$ cat src/include/mmu_consts.svh
// memory management unit constants
// widths, satp modes and page table entry bit positions
`ifndef MMU_CONSTS_SVH
`define MMU_CONSTS_SVH

// bus and word widths
`define MMU_XLEN        64
`define MMU_ID_W        8
`define MMU_STRB_W      8

// virtual and physical page numbers
`define MMU_VPN_W       9     // one vpn segment
`define MMU_PPN_W       44
`define MMU_PAGE_SHIFT  12    // 4 KiB pages

// satp mode field values
`define MMU_MODE_SV39   4'd8  // 3 levels
`define MMU_MODE_SV48   4'd9  // 4 levels
`define MMU_MODE_SV57   4'd10 // 5 levels

// pte flag bits
`define MMU_PTE_V       0
`define MMU_PTE_R       1
`define MMU_PTE_X       3

`endif

$ cat src/design/mmu_pkg.sv
// shared types of the memory management unit
// request ids, bus words and the page table entry decode
`include "mmu_consts.svh"

package mmu_pkg;

    typedef logic [`MMU_ID_W-1:0]   req_id_t; // zero means no request
    typedef logic [`MMU_XLEN-1:0]   word_t;   // address or data
    typedef logic [`MMU_STRB_W-1:0] strb_t;   // one bit per byte

    // a pte word seen two ways: as a pointer to the next table
    // or as a leaf whose ppn is split into segments for superpages
    typedef union packed {
        struct packed {
            logic [9:0]                 rsvd;
            logic [`MMU_PPN_W-1:0]      ppn;     // next level table
            logic [1:0]                 rsw;
            logic [7:0]                 flags;
        } ptr;
        struct packed {
            logic [9:0]                 rsvd;
            logic [7:0]                 ppn_top; // short top segment
            logic [3:0][`MMU_VPN_W-1:0] ppn_seg; // checked for superpages
            logic [1:0]                 rsw;
            logic [7:0]                 flags;
        } leaf;
    } pte_u;

endpackage

$ cat src/design/bus_arbiter.sv
// wishbone arbiter for the walker and the data port
// registered grant held until ack, data port wins ties
`timescale 1ns/100ps
`include "mmu_consts.svh"

module bus_arbiter (
    input  logic           clk,
    input  logic           rst,
    input  logic           pw_cyc,
    input  mmu_pkg::word_t pw_adr,
    input  logic           up_cyc,
    input  logic           up_we,
    input  mmu_pkg::word_t up_adr,
    input  mmu_pkg::word_t up_dat_w,
    input  mmu_pkg::strb_t up_sel,
    output logic           pw_ack,
    output logic           up_ack,
    output mmu_pkg::word_t bus_rdat,
    output logic           wb_cyc,
    output logic           wb_stb,
    output logic           wb_we,
    output mmu_pkg::word_t wb_adr,
    output mmu_pkg::word_t wb_dat_w,
    output mmu_pkg::strb_t wb_sel,
    input  mmu_pkg::word_t wb_dat_r,
    input  logic           wb_ack
);
    localparam logic [1:0] OWN_NONE = 2'd0;
    localparam logic [1:0] OWN_PW   = 2'd1;
    localparam logic [1:0] OWN_UP   = 2'd2;

    logic [1:0] owner;
    logic       own_up;

    always_ff @(posedge clk) begin
        if (rst) begin
            owner <= OWN_NONE;
        end else if (owner == OWN_NONE) begin
            if (up_cyc)
                owner <= OWN_UP;  // data port first
            else if (pw_cyc)
                owner <= OWN_PW;
        end else if (wb_ack) begin
            owner <= OWN_NONE;    // release after the transfer
        end
    end

    assign own_up   = (owner == OWN_UP);
    assign wb_cyc   = (owner != OWN_NONE);
    assign wb_stb   = wb_cyc;
    assign wb_we    = own_up & up_we;                 // walker only reads
    assign wb_adr   = own_up ? up_adr : pw_adr;
    assign wb_dat_w = own_up ? up_dat_w : '0;
    assign wb_sel   = own_up ? up_sel : '1;
    assign pw_ack   = (owner == OWN_PW) & wb_ack;
    assign up_ack   = own_up & wb_ack;
    assign bus_rdat = wb_dat_r;

    ack_onehot_check: assert property (@(posedge clk) disable iff (rst)
        !(pw_ack && up_ack));

    // the granted peer keeps the bus lines steady through wait states
    bus_hold_check: assert property (@(posedge clk) disable iff (rst)
        wb_cyc && !wb_ack |=> wb_cyc && $stable(wb_adr) && $stable(wb_we));

endmodule

$ cat src/design/mmu_top.sv
// reduced memory management unit
// page walker and uncached port sharing one wishbone master
`timescale 1ns/100ps
`include "mmu_consts.svh"

module mmu_top (
    input  logic             clk,
    input  logic             rst,
    input  mmu_pkg::req_id_t walk_rqst,
    input  mmu_pkg::word_t   walk_vadd,
    input  mmu_pkg::word_t   walk_satp,
    output mmu_pkg::req_id_t walk_resp,
    output logic [7:0]       walk_perm,
    output mmu_pkg::word_t   walk_padd,
    input  mmu_pkg::req_id_t data_rqst,
    input  mmu_pkg::word_t   data_addr,
    input  mmu_pkg::strb_t   data_strb,
    input  mmu_pkg::word_t   data_wdat,
    output mmu_pkg::req_id_t data_resp,
    output mmu_pkg::word_t   data_rdat,
    output logic             wb_cyc,
    output logic             wb_stb,
    output logic             wb_we,
    output mmu_pkg::word_t   wb_adr,
    output mmu_pkg::word_t   wb_dat_w,
    output mmu_pkg::strb_t   wb_sel,
    input  mmu_pkg::word_t   wb_dat_r,
    input  logic             wb_ack
);
    logic           pw_cyc;
    mmu_pkg::word_t pw_adr;
    logic           pw_ack;
    logic           up_cyc;
    logic           up_we;
    mmu_pkg::word_t up_adr;
    mmu_pkg::word_t up_dat_w;
    mmu_pkg::strb_t up_sel;
    logic           up_ack;
    mmu_pkg::word_t bus_rdat;    // shared read data

    page_walker u_walker (
        .clk(clk), .rst(rst),
        .walk_rqst(walk_rqst), .walk_vadd(walk_vadd), .walk_satp(walk_satp),
        .walk_resp(walk_resp), .walk_perm(walk_perm), .walk_padd(walk_padd),
        .pw_cyc(pw_cyc), .pw_adr(pw_adr), .pw_ack(pw_ack), .bus_rdat(bus_rdat)
    );

    uncached_port u_data (
        .clk(clk), .rst(rst),
        .data_rqst(data_rqst), .data_addr(data_addr), .data_wdat(data_wdat),
        .data_strb(data_strb), .data_resp(data_resp), .data_rdat(data_rdat),
        .up_cyc(up_cyc), .up_we(up_we), .up_adr(up_adr), .up_dat_w(up_dat_w),
        .up_sel(up_sel), .up_ack(up_ack), .bus_rdat(bus_rdat)
    );

    bus_arbiter u_arb (
        .clk(clk), .rst(rst),
        .pw_cyc(pw_cyc), .pw_adr(pw_adr),
        .up_cyc(up_cyc), .up_we(up_we), .up_adr(up_adr),
        .up_dat_w(up_dat_w), .up_sel(up_sel),
        .pw_ack(pw_ack), .up_ack(up_ack), .bus_rdat(bus_rdat),
        .wb_cyc(wb_cyc), .wb_stb(wb_stb), .wb_we(wb_we), .wb_adr(wb_adr),
        .wb_dat_w(wb_dat_w), .wb_sel(wb_sel), .wb_dat_r(wb_dat_r), .wb_ack(wb_ack)
    );

endmodule

$ cat src/design/page_walker.sv
// page table walker for sv39, sv48 and sv57
// one translation at a time, one bus read per level
`timescale 1ns/100ps
`include "mmu_consts.svh"

module page_walker (
    input  logic             clk,
    input  logic             rst,
    input  mmu_pkg::req_id_t walk_rqst,
    input  mmu_pkg::word_t   walk_vadd,
    input  mmu_pkg::word_t   walk_satp,
    output mmu_pkg::req_id_t walk_resp,
    output logic [7:0]       walk_perm,
    output mmu_pkg::word_t   walk_padd,
    output logic             pw_cyc,
    output mmu_pkg::word_t   pw_adr,
    input  logic             pw_ack,
    input  mmu_pkg::word_t   bus_rdat
);
    localparam logic [1:0] ST_IDLE  = 2'd0;
    localparam logic [1:0] ST_READ  = 2'd1; // pte read on the bus
    localparam logic [1:0] ST_CHECK = 2'd2; // decode the fetched pte
    localparam logic [1:0] ST_DONE  = 2'd3; // response pulse

    logic [1:0]                 state;
    mmu_pkg::req_id_t           id_q;
    logic [4:0][`MMU_VPN_W-1:0] vpn_q;
    logic [`MMU_PPN_W-1:0]      ppn_q;   // table ppn, then result ppn
    logic [2:0]                 lvl_q;   // current level
    logic [7:0]                 perm_q;
    mmu_pkg::pte_u              pte_q;
    logic [3:0]                 mode;
    logic [`MMU_PPN_W-1:0]      leaf_ppn;
    logic                       misaligned;
    logic                       is_leaf;
    logic                       chk_fault;

    assign mode = walk_satp[`MMU_XLEN-1 -: 4];

    // superpage check and fill from the vpn
    always_comb begin
        leaf_ppn   = {pte_q.leaf.ppn_top, pte_q.leaf.ppn_seg};
        misaligned = 1'b0;
        for (int i = 0; i < 4; i++) begin
            if (i < int'(lvl_q)) begin
                if (|pte_q.leaf.ppn_seg[i])
                    misaligned = 1'b1;
                leaf_ppn[i*`MMU_VPN_W +: `MMU_VPN_W] = vpn_q[i];
            end
        end
    end

    always_comb begin
        is_leaf   = pte_q.ptr.flags[`MMU_PTE_R] | pte_q.ptr.flags[`MMU_PTE_X];
        chk_fault = ~pte_q.ptr.flags[`MMU_PTE_V]       // invalid entry
                  | (is_leaf & misaligned)             // bad superpage
                  | (~is_leaf & (lvl_q == 3'd0));      // no levels left
    end

    always_ff @(posedge clk) begin
        if (rst) begin
            state <= ST_IDLE;
        end else begin
            case (state)
                ST_IDLE: begin
                    if (|walk_rqst) begin
                        id_q  <= walk_rqst;
                        vpn_q <= walk_vadd[`MMU_PAGE_SHIFT +: 5*`MMU_VPN_W];
                        ppn_q <= walk_satp[`MMU_PPN_W-1:0]; // root table
                        state <= ST_READ;
                        case (mode)
                            `MMU_MODE_SV39: lvl_q <= 3'd2;
                            `MMU_MODE_SV48: lvl_q <= 3'd3;
                            `MMU_MODE_SV57: lvl_q <= 3'd4;
                            default: begin // unknown mode faults at once
                                perm_q <= '0;
                                ppn_q  <= '0;
                                state  <= ST_DONE;
                            end
                        endcase
                    end
                end
                ST_READ: begin
                    if (pw_ack) begin
                        pte_q <= bus_rdat;
                        state <= ST_CHECK;
                    end
                end
                ST_CHECK: begin
                    if (chk_fault) begin
                        perm_q <= '0;
                        ppn_q  <= '0;
                        state  <= ST_DONE;
                    end else if (is_leaf) begin
                        perm_q <= pte_q.leaf.flags;
                        ppn_q  <= leaf_ppn;
                        state  <= ST_DONE;
                    end else begin
                        ppn_q <= pte_q.ptr.ppn; // descend one level
                        lvl_q <= lvl_q - 3'd1;
                        state <= ST_READ;
                    end
                end
                default: state <= ST_IDLE;
            endcase
        end
    end

    assign pw_cyc    = (state == ST_READ);
    assign pw_adr    = {{(`MMU_XLEN-`MMU_PPN_W-`MMU_VPN_W-3){1'b0}},
                        ppn_q, vpn_q[lvl_q], 3'b000}; // 8-byte entries
    assign walk_resp = (state == ST_DONE) ? id_q : '0;
    assign walk_perm = perm_q;
    assign walk_padd = {{(`MMU_XLEN-`MMU_PPN_W-`MMU_PAGE_SHIFT){1'b0}},
                        ppn_q, {`MMU_PAGE_SHIFT{1'b0}}};

    // requester keeps its id until the matching response
    resp_id_check: assert property (@(posedge clk) disable iff (rst)
        |walk_resp |-> (walk_resp == id_q) && (walk_rqst == id_q));

    // a bus read only starts while a walk is pending
    cyc_start_check: assert property (@(posedge clk) disable iff (rst)
        $rose(pw_cyc) |-> $past(|walk_rqst));

endmodule

$ cat src/design/uncached_port.sv
// uncached data port
// buffers one load or store and runs it as a single bus word
`timescale 1ns/100ps
`include "mmu_consts.svh"

module uncached_port (
    input  logic             clk,
    input  logic             rst,
    input  mmu_pkg::req_id_t data_rqst,
    input  mmu_pkg::word_t   data_addr,
    input  mmu_pkg::word_t   data_wdat,
    input  mmu_pkg::strb_t   data_strb,
    output mmu_pkg::req_id_t data_resp,
    output mmu_pkg::word_t   data_rdat,
    output logic             up_cyc,
    output logic             up_we,
    output mmu_pkg::word_t   up_adr,
    output mmu_pkg::word_t   up_dat_w,
    output mmu_pkg::strb_t   up_sel,
    input  logic             up_ack,
    input  mmu_pkg::word_t   bus_rdat
);
    localparam logic [1:0] ST_IDLE = 2'd0;
    localparam logic [1:0] ST_BUS  = 2'd1;
    localparam logic [1:0] ST_DONE = 2'd2;

    logic [1:0]       state;
    mmu_pkg::req_id_t id_q;
    mmu_pkg::word_t   rdat_q;

    always_ff @(posedge clk) begin
        if (rst) begin
            state <= ST_IDLE;
        end else begin
            case (state)
                ST_IDLE: begin
                    if (|data_rqst) begin
                        id_q     <= data_rqst;
                        up_we    <= |data_strb;           // nonzero strobe is a store
                        up_adr   <= {data_addr[`MMU_XLEN-1:3], 3'b000};
                        up_dat_w <= data_wdat;
                        up_sel   <= (|data_strb) ? data_strb : '1;
                        state    <= ST_BUS;
                    end
                end
                ST_BUS: begin
                    if (up_ack) begin
                        rdat_q <= bus_rdat;               // valid in the ack cycle
                        state  <= ST_DONE;
                    end
                end
                default: state <= ST_IDLE;
            endcase
        end
    end

    assign up_cyc    = (state == ST_BUS);
    assign data_resp = (state == ST_DONE) ? id_q : '0;
    assign data_rdat = rdat_q;

    // cycle and address held until the arbiter acks
    cyc_hold_check: assert property (@(posedge clk) disable iff (rst)
        up_cyc && !up_ack |=> up_cyc && $stable(up_adr));

endmodule

$ cat config.mk
export PLATFORM = sky130hd
export DESIGN_NAME = mmu_top
export DESIGN_NICKNAME = d
export VERILOG_FILES = /design/src/design/mmu_pkg.sv /design/src/design/bus_arbiter.sv /design/src/design/mmu_top.sv /design/src/design/page_walker.sv /design/src/design/uncached_port.sv
export VERILOG_INCLUDE_DIRS = /design/src /design/src/include
export SDC_FILE = /design/constraint.sdc
export NUM_CORES = 1
export LEC_CHECK = 0
export CAP_MARGIN = 20
export CORE_AREA = 2 2 250 252
export CTS_BUF_LIST = sky130_fd_sc_hd__clkbuf_4 sky130_fd_sc_hd__clkbuf_8 sky130_fd_sc_hd__clkbuf_16
export DETAILED_ROUTE_END_ITERATION = 16
export DIE_AREA = 0 0 252 254
export DONT_BUFFER_PORTS = 1
export PLACE_DENSITY_LB_ADDON = 0.2
export SYNTH_ARGS = -nofsm -noshare
export SYNTH_HDL_FRONTEND = slang
export SYNTH_SLANG_ARGS = --single-unit
$ cat constraint.sdc
create_clock -name clk -period 26 [get_ports clk]
set_input_delay 3.9 -clock clk [delete_from_list [all_inputs] [get_ports clk]]
set_output_delay 3.9 -clock clk [all_outputs]
set_load 0.02 [all_outputs]
Word level (Yosys, flattened, before mapping)
Index checks and enable logic that the tools add are counted.

storage, ports and cells
  bits in registers = 374
  logic and storage cells = 128
  output and inout port bits = 291
  input port bits = 347

operators by class
  equality and inequality tests = 20
  multiplexer cells = 47
  reduce and logical (&&, ||, !) cells = 25
  bitwise operators = 11
  add/subtract/negate cells = 1
  order comparisons = 5

operators by type and width
  operator                                            number
  2-to-1 mux 44 bit                                   3
  2-to-1 mux 64 bit                                   2
  one-hot mux 44 bit (2 select lines)                 1
  2-to-1 mux 8 bit                                    7
  2-to-1 mux 9 bit                                    5
  2-to-1 mux 36 bit                                   1
  OR reduction 9 bit                                  4
  binary-select mux 9 bit (select 3 bit)              1
  OR reduction 8 bit                                  3
  2-to-1 mux 2 bit                                    11
  one-hot mux 8 bit (2 select lines)                  1
  AND reduction 3 bit                                 5
  == test 4 bit (second input constant)               3
  2-to-1 mux 3 bit                                    3
  one-hot mux 3 bit (3 select lines)                  1
  == test 2 bit (second input constant)               4
  2-to-1 mux 1 bit                                    8
  != test 2 bit (second input constant)               4
  == test 2 x 1 -> 1 bit (second input constant)      3
  zero test 2 bit                                     3
  < comparator 1 x 3 -> 1 bit (first input constant)  2
  < comparator 2 x 3 -> 1 bit (first input constant)  2
  != test 2 x 1 -> 1 bit (second input constant)      3
  one-hot mux 2 bit (3 select lines)                  1
  16 further kinds                                    28

Depth between registers and ports, before layout
Gate-level depths: netlist of run 1.

  depth after elaboration = 14
  depth in mapped cells = 8
  gate-level depth less buffers = 6

Modules after synthesis
Synthesis of run 1 repeated with hierarchy kept, for this count alone.

second synthesis, totals
  cell total of the unflattened synthesis = 991
  area total of the unflattened synthesis = 16055.4 µm²

modules (own cells, without submodules)
  module         area an instance (µm²)  cells an instance  seq. area each (µm²)  times used
  page_walker    7462.2                  518                4844.6                1
  uncached_port  6467.5                  244                6226.0                1
  bus_arbiter    2125.8                  229                40.0                  1

Least setup slack after synthesis of run 1
OpenSTA, ideal clock, no wires.

  path type = input -> register
  start point = in data_rqst[3]
  end point = reg u_data.id_q[0], enable pin
  required time = 24.598 ns
  setup slack = -1.336 ns
  stages = 2
  arrival = 25.934 ns
  cells stage by stage = nor4_1 a2111oi_0

on the way
  word-level cells in the longest chain between the ends = 2

ends and longest elaborated chain
  what                                  RTL line             source
  start, declared                       mmu_top.sv:15        input mmu_pkg::req_id_t data_rqst,
  OR reduction 8 bit                    uncached_port.sv:37  if (|data_rqst) begin
  AND reduction 3 bit (no source line)  -
  end signal, assigned                  uncached_port.sv:38  id_q <= data_rqst;
  end, declared                         uncached_port.sv:28  mmu_pkg::req_id_t id_q;

No other way between the ends.
A chain may end at the register's enable or synchronous reset.

Worst setup path after layout of run 1
  start point = reg u_arb.owner[1]
  end point = out wb_adr[46]

on the way
  word-level cells in the longest chain between the ends = 2

ends and longest elaborated chain
  what                    RTL line           source
  start, declared         bus_arbiter.sv:32  logic [1:0] owner;
  start signal, assigned  bus_arbiter.sv:37  owner <= OWN_NONE;
  start signal, assigned  bus_arbiter.sv:40  owner <= OWN_UP;
  start signal, assigned  bus_arbiter.sv:42  owner <= OWN_PW;
  == test 2 bit           bus_arbiter.sv:48  assign own_up = (owner == OWN_UP);
  2-to-1 mux 64 bit       bus_arbiter.sv:52  assign wb_adr = own_up ? up_adr : pw_adr;
  end, declared           mmu_top.sv:24      output mmu_pkg::word_t wb_adr,

No other way between the ends.

==> flow_summary.json, run 1 <==
{
  "placed_area_mm2": 0.0158,
  "syn_inst": 853,
  "first_pass_iters": 4,
  "routed_wl_um": 47600,
  "num_io_pins": 638,
  "path_class": "reg -> out",
  "nets": 1212,
  "tns_ns": 0,
  "leakagePower_nw": 5.79,
  "post_cts_resized": 0,
  "drive_gt1_share_pct": 22.8,
  "rows": 91,
  "finalCritPeriodShare_pct": 27.5,
  "viasPerCell": 4.46,
  "synthArstFlopShare_pct": 0,
  "grt_antenna_before_repair": 14,
  "syn_area_mm2": 0.0150,
  "grt_pass1_wl_um": 63000,
  "max-slew-margin-rel_pct": 28.7,
  "stdcell_area_mm2": 0.0173,
  "hold_viol": 0,
  "grt.overflow.total": 0,
  "worstSetupEndpointType": "output port",
  "postSynthAreaPerCell_um2": 17.6,
  "postCtsSetupBuffers": 0,
  "synth_warnings": 0,
  "powerDensity_mw_per_mm2": 86.5,
  "cts_sinks": 372,
  "cts_tree": "yes",
  "dp_hpwl_um": 35500,
  "diodes": 0,
  "synth-seq-area-share_pct": 74.2,
  "synth-xor-area-share_pct": 0.0585,
  "die_w_um": 252,
  "synth_top_cell_by_area": "edfxtp_1",
  "tightest_slew_ns": 1.07,
  "worst_setup_path_start_kind": "register",
  "grt_setup_unrepaired": "no",
  "critPathMaxFanout": 82,
  "drt_iter0_drc": 441,
  "cts.clk_slew.worst_paths_ns": 0.06,
  "clk_latency_ns": 0.58,
  "cts_buffers": 43,
  "grt_pass1_vias": 7798,
  "drc": 0,
  "cts.htree.levels": 2,
  "fp.dieH_um": 254,
  "ir_drop_uv": 40.3,
  "wl_per_cell_um": 28.3,
  "areaGrowthSynthToFinish_pct": 15.3,
  "run_status": "completed",
  "critPathArrivalTime_ns": 3.24,
  "synth_top_family_by_area": "simple AND/OR/NAND/NOR gates",
  "fmaxAchievable_mhz": 140,
  "ant_nets": 0,
  "core_area_mm2": 0.0613,
  "grtUsageTotal_pct": 14.2,
  "die_area_mm2": 0.0640,
  "yosys_most_used_dff": "edfxtp_1",
  "synthAdderAreaFrac_pct": 0.251,
  "holdCritPathClass": "reg -> reg",
  "setup_violations": 0,
  "netlist_top_cells_area": "edfxtp_1, o41ai_2, and2_1",
  "synth-simple-area-share_pct": 8.50,
  "cts_root_buf": "clkbuf_16",
  "port-buffer-count": 0,
  "cp.required_ns": 22.10,
  "period_needed_ns": 7.14,
  "r2r_slack_ns": 22.53,
  "hold_buffers": 0,
  "num_vias": 7512,
  "ys_types": 53,
  "cts_max_path_buffers": 3,
  "synthMuxAreaShare_pct": 7.07,
  "gp_congestion": 0.754,
  "synth-seq-cells": 372,
  "drv_cap": 0,
  "slew_violations": 0,
  "synth_top_area_share_pct": 73.4,
  "synth_compound_area_share_pct": 6.53,
  "fin_skew_ns": 0.0297,
  "synth_edf_count": 366,
  "start_util_pct": 24.4,
  "grt_max_degree": 139
}
## power by group
| part | leakage, nW | switching [mW] | internal, mW |
|---|---|---|---|
| combinational | 1.60 | 0.0986 | 0.0319 |
| clock | 0.718 | 0.260 | 0.375 |
| sequential | 3.47 | 0.0241 | 0.704 |
## worst paths after layout
kind | from | cells past startpoint | end
min reg2reg | u_arb.owner[1] | 2 | u_arb.owner[1]
min | u_arb.owner[1] | 2 | u_arb.owner[1]
max reg2reg | u_walker.lvl_q[1] | 6 | u_walker.ppn_q[14]
max | u_arb.owner[1] | 4 | wb_adr[46]
## synthesized netlist by cell type (2+ instances only)
library cell and count:
ha_1 3, inv_1 23, nand2_1 47, nor2_1 11, mux4_2 9, a221oi_1 9, buf_2 7, nor4b_2 7
o41ai_1 2, nor4_1 8, buf_1 2, mux2i_1 36, nand2b_1 19, or4_1 2, and3_1 9, buf_6 4
a21o_1 2, nor2b_1 5, clkbuf_1 26, a21oi_1 11, dfxtp_1 6, o21ai_0 2, nor3_1 10, a2bb2oi_1 3
mux2_2 44, and2_1 81, nand3_1 3, o41ai_2 42, edfxtp_1 366, buf_4 31
## area by class of cell
type	instances	area, µm²
fillers	6067	44000
flip-flops and latches	372	11100
multi-input cells	410	3500
clock buffers	49	1120
well taps	790	988
clock inverters	28	352
repair buffers	12	103
inverters	23	86.3
## per-stage QoR
stage / power (mW) / instances / utilization (%) / setup slack [ns] / hold slack (ns)
finish: 1.49 / 1684 / 28.2 / 18.86 / 0.573
detailed placement: 0.877 / 1607 / 25.8 / 19.35 / 0.538
global route: 1.55 / 1684 / 28.2 / 18.61 / 0.600
CTS: 1.52 / 1684 / 28.2 / 18.72 / 0.560
floorplan: 0.857 / 875 / - / 5.69 / 0.487
global placement: 0.875 / 1607 / 25.8 / 19.41 / 0.524
## state kept, by name (all words and copies together) (netlist names), 3 cells and up
register,flops
u_data.data_rdat,64
u_data.id_q,8
u_data.up_adr,61
u_data.up_dat_w,64
u_data.up_sel,8
u_walker.id_q,8
u_walker.lvl_q,3
u_walker.ppn_q,44
u_walker.pte_q,52
u_walker.vpn_q,45
u_walker.walk_perm,8
## worst max-delay path, stage by stage (launching register included)
cell and delay (ns):
dfxtp_1 0.38, nor2b_4 0.48, buf_4 0.50, buf_4 0.68, mux2_2 0.49
## metal layers
metal	global-route usage, %	vias to the layer above	part of all wire [%]	wire [µm]
met5	0	-	0.30	144
met4	4.31	24	2.6	1250
met3	5.20	105	8.9	4250
met2	24.7	397	50	24000
met1	16.1	3719	38	18000
li1	-	3267	-	-
## cell families after synthesis
| group | Yosys count |
|---|---|
| AOI/OAI and AO/OA | 81 |
| xor gates and xnor gates | 1 |
| adders and majority gates | 3 |
| buffers and inverters | 93 |
| DFF | 372 |
| muxes | 89 |
| other | 1 |
| and+or+nand+nor | 213 |
## placed cells by master, fill, tap and decap left out, drive strengths merged, types with 2 or more instances in the layout
master	netlist	routed
mux2i	36	36
and2	81	81
clkinvlp	0	4
nor4b	7	7
o41ai	44	44
or2	2	2
nor2b	5	5
and3	9	9
nand3	3	3
a221oi	9	9
nand2b	19	19
buf	44	12
or4	3	3
a21oi	11	11
mux2	44	44
bufinv	0	6
nor4	9	9
nor3	11	11
inv	23	29
o21ai	3	3
mux4	9	9
nand2	47	47
dfxtp	6	6
ha	3	3
nor2	12	12
conb	1	23
clkbuf	26	49
a2bb2oi	3	3
a21o	2	2
a31oi	2	2
clkinv	0	12
edfxtp	366	366
Power figures use the tool's default switching activity.
==> inputs of run 2 (changes only) <==
==> constraint.sdc (replaced) <==
create_clock -name clk -period 6.3 [get_ports clk]
set_input_delay 0.945 -clock clk [delete_from_list [all_inputs] [get_ports clk]]
set_output_delay 0.945 -clock clk [all_outputs]
set_load 0.02 [all_outputs]
==> run 2 against run 1 <==
Power rose to 4.0 times the previous value. Via count rose by 0.12%. Clock skew is 0.0042 ns higher. Sequential share of layout area increased by 0.22 points. Die area is the same. Non-clock buffer count decreased by 1.
==> flow_summary.json, run 2 (synthesis results as in run 1) <==
{
  "grt_pass1_wl_um": 62000,
  "num_vias": 7521,
  "grt.overflow.total": 0,
  "dp_hpwl_um": 35400,
  "cts_root_buf": "clkbuf_16",
  "multi_input_area_mm2": 0.00353,
  "grt_antenna_before_repair": 8,
  "r2r_slack_ns": 3.07,
  "fin_skew_ns": 0.0339,
  "cts_sinks": 372,
  "grt_max_degree": 130,
  "num_io_pins": 638,
  "worstPathCellList": "mux4_2 -> a221oi_1 -> a21oi_1",
  "path_class": "reg -> out",
  "finalCritPeriodShare_pct": 59.9,
  "final-seq-area_mm2": 0.0111,
  "core_area_mm2": 0.0613,
  "run_status": "completed",
  "fmaxAchievable_mhz": 265,
  "power_mw": 5.99,
  "wl_per_cell_um": 28.0,
  "r2r-end": "u_walker.ppn_q[29]",
  "swShare_pct": 25.8,
  "ant_nets": 0,
  "tightest_slew_ns": 1.15,
  "p_int_mw": 4.44,
  "clk_latency_ns": 0.58,
  "setup_violations": 0,
  "start_util_pct": 24.4,
  "die_area_mm2": 0.0640,
  "final.setup.worst_slack_ns": 2.52,
  "port-buffer-count": 0,
  "critPathMaxFanout": 15,
  "drv_cap": 0,
  "period_needed_ns": 3.78,
  "cp.required_ns": 5.35,
  "cpPeakStageDelay_ns": 0.99,
  "cts_tree": "yes",
  "leakagePower_nw": 5.75,
  "seqPwrFrac_pct": 50.3,
  "postCtsSetupBuffers": 0,
  "cts.clk_slew.worst_paths_ns": 0.06,
  "critPathArrivalTime_ns": 2.83,
  "slowest_stage": "edfxtp_1",
  "areaGrowthSynthToFinish_pct": 14.9,
  "reg2reg_depth": 5,
  "first_pass_iters": 4,
  "grt_pass1_vias": 7781,
  "postLayoutCoreUtil_pct": 28.1,
  "cts_buffers": 43,
  "ir_drop_uv": 159,
  "grt_setup_unrepaired": "no",
  "slew_violations": 0,
  "cts_max_path_buffers": 3,
  "hold_viol": 0,
  "hold_buffers": 0,
  "powerDensity_mw_per_mm2": 348,
  "holdCritPathClass": "in -> reg",
  "netSwitchingPower_mw": 1.55,
  "fillers": 6093,
  "cts.htree.levels": 2,
  "final_cell_mix": "edfxtp_1, and2_1, nand2_1",
  "place_ws_ns": 3.03,
  "tns_ns": 0,
  "hold_end": "u_walker.state[0]",
  "holdPathStages": 1,
  "grtUsageTotal_pct": 14.0,
  "worst_setup_path_start_kind": "register",
  "drt_iter0_drc": 496,
  "gp_congestion": 0.719,
  "post_cts_resized": 0,
  "pwr-share-comb_pct": 9.0,
  "die_w_um": 252,
  "rows": 91,
  "p_clk_share_pct": 40.7,
  "min-delay-start": "rst",
  "routed_wl_um": 47200,
  "fp.dieH_um": 254,
  "nets": 1211,
  "layout_commonest_cell": "edfxtp_1",
  "drc": 0,
  "max-slew-margin-rel_pct": 23.2,
  "worstSetupEndpointType": "output port",
  "drive_gt1_share_pct": 22.7,
  "viasPerCell": 4.46,
  "reg2reg_from": "u_walker.lvl_q[0]"
}
run 2: worst max path at each step:
| stage | slack (ns) | to | cells past startpoint | start |
|---|---|---|---|---|
| global route | 2.36 | wb_adr[7] | 3 | u_walker.lvl_q[0] |
| CTS | 2.46 | wb_adr[11] | 3 | u_walker.lvl_q[0] |
| finish | 2.52 | wb_adr[11] | 3 | u_walker.lvl_q[0] |
| floorplan | 0.006 | u_data.id_q[0] | 2 | data_rqst[4] |
| global placement | 3.02 | u_walker.ppn_q[10] | 4 | u_walker.lvl_q[0] |
| detailed placement | 3.03 | u_walker.ppn_q[10] | 4 | u_walker.lvl_q[0] |
run 2: critical path: cells and delay by family, from the launching register on:
family | cells | cell delay, ns
flip-flops | 1 | 0.99
multiplexers | 1 | 0.67
AO/OA/AOI/OAI | 2 | 0.58
run 2: area by class of cell:
class / instances / area share, %
Antenna cell: 3 / 0.0436
Clock buffer: 50 / 6.66
Clock inverter: 28 / 1.33
Inverter: 23 / 0.502
Multi-Input combinational cell: 410 / 20.5
Sequential cell: 372 / 64.6
Tap cell: 790 / 5.75
Timing Repair Buffer: 11 / 0.625
run 2: per-layer routing:
| layer | wire length, µm | up-vias | track usage [%] |
|---|---|---|---|
| met2 | 23200 | 417 | 23.7 |
| met3 | 4590 | 67 | 6.09 |
| met1 | 17900 | 3756 | 15.7 |
| li1 | - | 3271 | - |
| met5 | 70 | - | 0 |
| met4 | 1450 | 10 | 4.77 |
run 2: power groups by stage:
| stage | combinational [mW] | sequential [mW] | clock, mW |
|---|---|---|---|
| floorplan | 0.454 | 3.04 | 0 |
| finish | 0.539 | 3.01 | 2.44 |
| global placement | 0.552 | 3.07 | 0 |
| CTS | 0.556 | 3.02 | 2.53 |
| detailed placement | 0.556 | 3.07 | 0 |
| global route | 0.578 | 3.03 | 2.61 |
run 2: stage by stage:
stage               hold WS [ns]  instances  instance area, µm²
floorplan                  0.487        875               15100
global placement           0.520       1606               15800
detailed placement         0.531       1606               15800
CTS                        0.403       1684               17200
global route               0.404       1685               17200
finish                     0.447       1687               17200
==> inputs of run 3 (changes only) <==
--- a/config.mk
+++ b/config.mk
@@ -6,11 +6,12 @@
 export SDC_FILE = /design/constraint.sdc
 export NUM_CORES = 1
 export LEC_CHECK = 0
+export ABC_AREA = 1
 export CAP_MARGIN = 20
-export CORE_AREA = 2 2 250 252
+export CORE_AREA = 2 2 251 253
 export CTS_BUF_LIST = sky130_fd_sc_hd__clkbuf_4 sky130_fd_sc_hd__clkbuf_8 sky130_fd_sc_hd__clkbuf_16
 export DETAILED_ROUTE_END_ITERATION = 16
-export DIE_AREA = 0 0 252 254
+export DIE_AREA = 0 0 253 255
 export DONT_BUFFER_PORTS = 1
 export PLACE_DENSITY_LB_ADDON = 0.2
 export SYNTH_ARGS = -nofsm -noshare
==> constraint.sdc (replaced) <==
create_clock -name clk -period 4 [get_ports clk]
set_input_delay 0.6 -clock clk [delete_from_list [all_inputs] [get_ports clk]]
set_output_delay 0.6 -clock clk [all_outputs]
set_load 0.02 [all_outputs]
==> run 3 against run 2 <==
Largest cell class unchanged. Synthesized area up 0.43%. First-iteration DRC count up 38%. Non-clock buffer count increased by 10. Largest power group unchanged. Global-route usage grew 0.090 points. Wire length is 2.9% higher. Sequential cell count stayed put. Highest routed layer unchanged.
==> flow_summary.json, run 3 <==
{
  "synth-simple-area-share_pct": 16.6,
  "cts_buffers": 43,
  "powerDensity_mw_per_mm2": 643,
  "synthTopCellsByCount": "edfxtp_1, nand2_1, nor2_1, inv_1, nand3_1",
  "core_area_mm2": 0.0622,
  "die_w_um": 253,
  "fin_skew_ns": 0.0200,
  "period_needed_ns": 3.45,
  "cts_root_buf": "clkbuf_16",
  "yosys_most_used_dff": "edfxtp_1",
  "finalCritPeriodShare_pct": 86.2,
  "r2r_slack_ns": 0.85,
  "worstSetupEndpointType": "output port",
  "viasPerCell": 4.31,
  "tns_ns": 0,
  "critPathMaxFanout": 32,
  "slew_violations": 0,
  "setup_violations": 0,
  "cts_tree": "yes",
  "ant_nets": 0,
  "drive_gt1_share_pct": 9.28,
  "gp_congestion": 0.808,
  "fmaxAchievable_mhz": 290,
  "reg2reg_from": "u_walker.lvl_q[0]",
  "grt_pass1_wl_um": 64500,
  "synth_most_common_cell": "edfxtp_1",
  "syn_inst": 1249,
  "path_class": "reg -> out",
  "cts.htree.levels": 2,
  "critPathLaunch": "u_walker.lvl_q[0]",
  "tightest_slew_ns": 0.923,
  "start_util_pct": 24.2,
  "wl_per_cell_um": 23.2,
  "min-delay-start": "rst",
  "crit_end": "wb_adr[11]",
  "synthArstFlopShare_pct": 0,
  "syn_area_mm2": 0.0150,
  "port-buffer-count": 0,
  "final_cell_mix": "edfxtp_1, nand2_1, nor2_1",
  "postSynthAreaPerCell_um2": 12.0,
  "reg2reg_depth": 8,
  "hold_buffers": 0,
  "routed_wl_um": 48600,
  "synth_top_area_share_pct": 73.1,
  "synth_top_cell_by_area": "edfxtp_1",
  "cts_sinks": 372,
  "rows": 92,
  "drt_iter0_drc": 685,
  "synth-seq-cells": 372,
  "run_status": "completed",
  "num_vias": 9029,
  "ir_drop_uv": 290,
  "netlist_top_cells_area": "edfxtp_1, nand2_1, nor2_1",
  "synthMuxAreaShare_pct": 0,
  "critPathArrivalTime_ns": 2.85,
  "clk_latency_ns": 0.57,
  "synth_compound_area_share_pct": 2.78,
  "worst_setup_path_start_kind": "register",
  "final_cells": 2093,
  "synthAdderAreaFrac_pct": 0.250,
  "leakagePower_nw": 6.63,
  "ys_types": 36,
  "grt.overflow.total": 0,
  "hold_viol": 0,
  "dp_hpwl_um": 37000,
  "cts_max_path_buffers": 3,
  "cp.required_ns": 3.40,
  "die_area_mm2": 0.0645,
  "cts.clk_slew.worst_paths_ns": 0.06,
  "synth_edf_count": 366,
  "layout_commonest_cell": "edfxtp_1",
  "synth-seq-area-share_pct": 73.9,
  "synth_top_family_by_area": "simple AND/OR/NAND/NOR gates",
  "drc": 0,
  "num_io_pins": 638,
  "holdCritPathClass": "in -> reg",
  "fp.dieH_um": 255,
  "post_cts_resized": 0,
  "fillers": 6413,
  "synth-xor-area-share_pct": 0.0582,
  "placedCellCount": 2013,
  "grt_antenna_before_repair": 4,
  "r2r-end": "u_walker.ppn_q[4]",
  "grt_max_degree": 82,
  "postCtsSetupBuffers": 0,
  "grt_pass1_vias": 8761,
  "areaGrowthSynthToFinish_pct": 15.0,
  "max-slew-margin-rel_pct": 38.3,
  "grt_setup_unrepaired": "no",
  "nets": 1609,
  "first_pass_iters": 5,
  "synth_warnings": 0,
  "drv_cap": 0,
  "grtUsageTotal_pct": 14.1
}
[run 3: cell types whose count changed after synthesis, moves of 19 or more]
cell / before / now
nand3_1: 3 / 71
o41ai_2: 42 / 0
o21ai_0: 2 / 49
nand2b_1: 19 / 0
nor2_1: 11 / 141
and2_1: 81 / 1
nand4_1: 0 / 46
nand2_1: 47 / 282
mux2_2: 44 / 0
inv_1: 23 / 140
mux2i_1: 36 / 0
[run 3: cell families after synthesis]
| family | count (synthesis) |
|---|---|
| fa+ha+maj | 3 |
| flops | 372 |
| buf+inv | 223 |
| compound gates | 77 |
| simple gates | 572 |
| xor+xnor | 1 |
| other cells | 1 |
[run 3: cell type report]
type	instances	area [µm²]	share of cell area [%]
Timing Repair Buffer	21	183	1.06
Antenna cell	1	2.50	0.0145
Inverter	145	547	3.16
Sequential cell	372	11100	64.2
Clock buffer	50	1150	6.63
Tap cell	799	1000	5.78
Clock inverter	29	214	1.24
Multi-Input combinational cell	676	3090	17.9
[run 3: critical path: stages (launching register included)]
cell,delay (ns)
edfxtp_1,0.76
nor3_2,0.77
nand2_1,0.10
a31oi_1,0.64
[run 3: power by group]
part | switching (mW) | internal, mW | total, mW
combinational | 1.70 | 0.348 | 2.05
clock | 1.62 | 2.19 | 3.81
sequential | 0.415 | 4.84 | 5.26
[run 3: layer usage]
layer  share of wire, %  track usage, %  routed length [µm]
met3                8.3            4.89                4040
met4                3.0            5.00                1440
met1                 40            16.7               19400
met2                 49            23.6               23700
met5              0.043               0                  21
[run 3: how the worst min path moves through the flow]
stage                          end  slack (ns)  cells past startpoint
floorplan           u_arb.owner[1]        0.45                      2
detailed placement  u_arb.owner[1]        0.48                      2
global placement    u_arb.owner[1]        0.46                      2
CTS                 u_arb.owner[1]        0.06                      1
global route        u_arb.owner[1]        0.07                      1
finish              u_arb.owner[1]        0.10                      1
[run 3: stage by stage]
| step | instance area, µm² | util, % | hold slack, ns | power (mW) | setup WS (ns) |
|---|---|---|---|---|---|
| after floorplan | 15200 | - | 0.447 | 6.75 | 0.270 |
| after global placement | 15900 | 25.6 | 0.459 | 7.47 | 0.825 |
| after detailed placement | 15900 | 25.6 | 0.479 | 7.47 | 0.848 |
| after CTS | 17300 | 27.8 | 0.0592 | 11.4 | 0.505 |
| after global routing | 17300 | 27.8 | 0.0742 | 11.6 | 0.358 |
| final | 17300 | 27.8 | 0.100 | 11.1 | 0.552 |
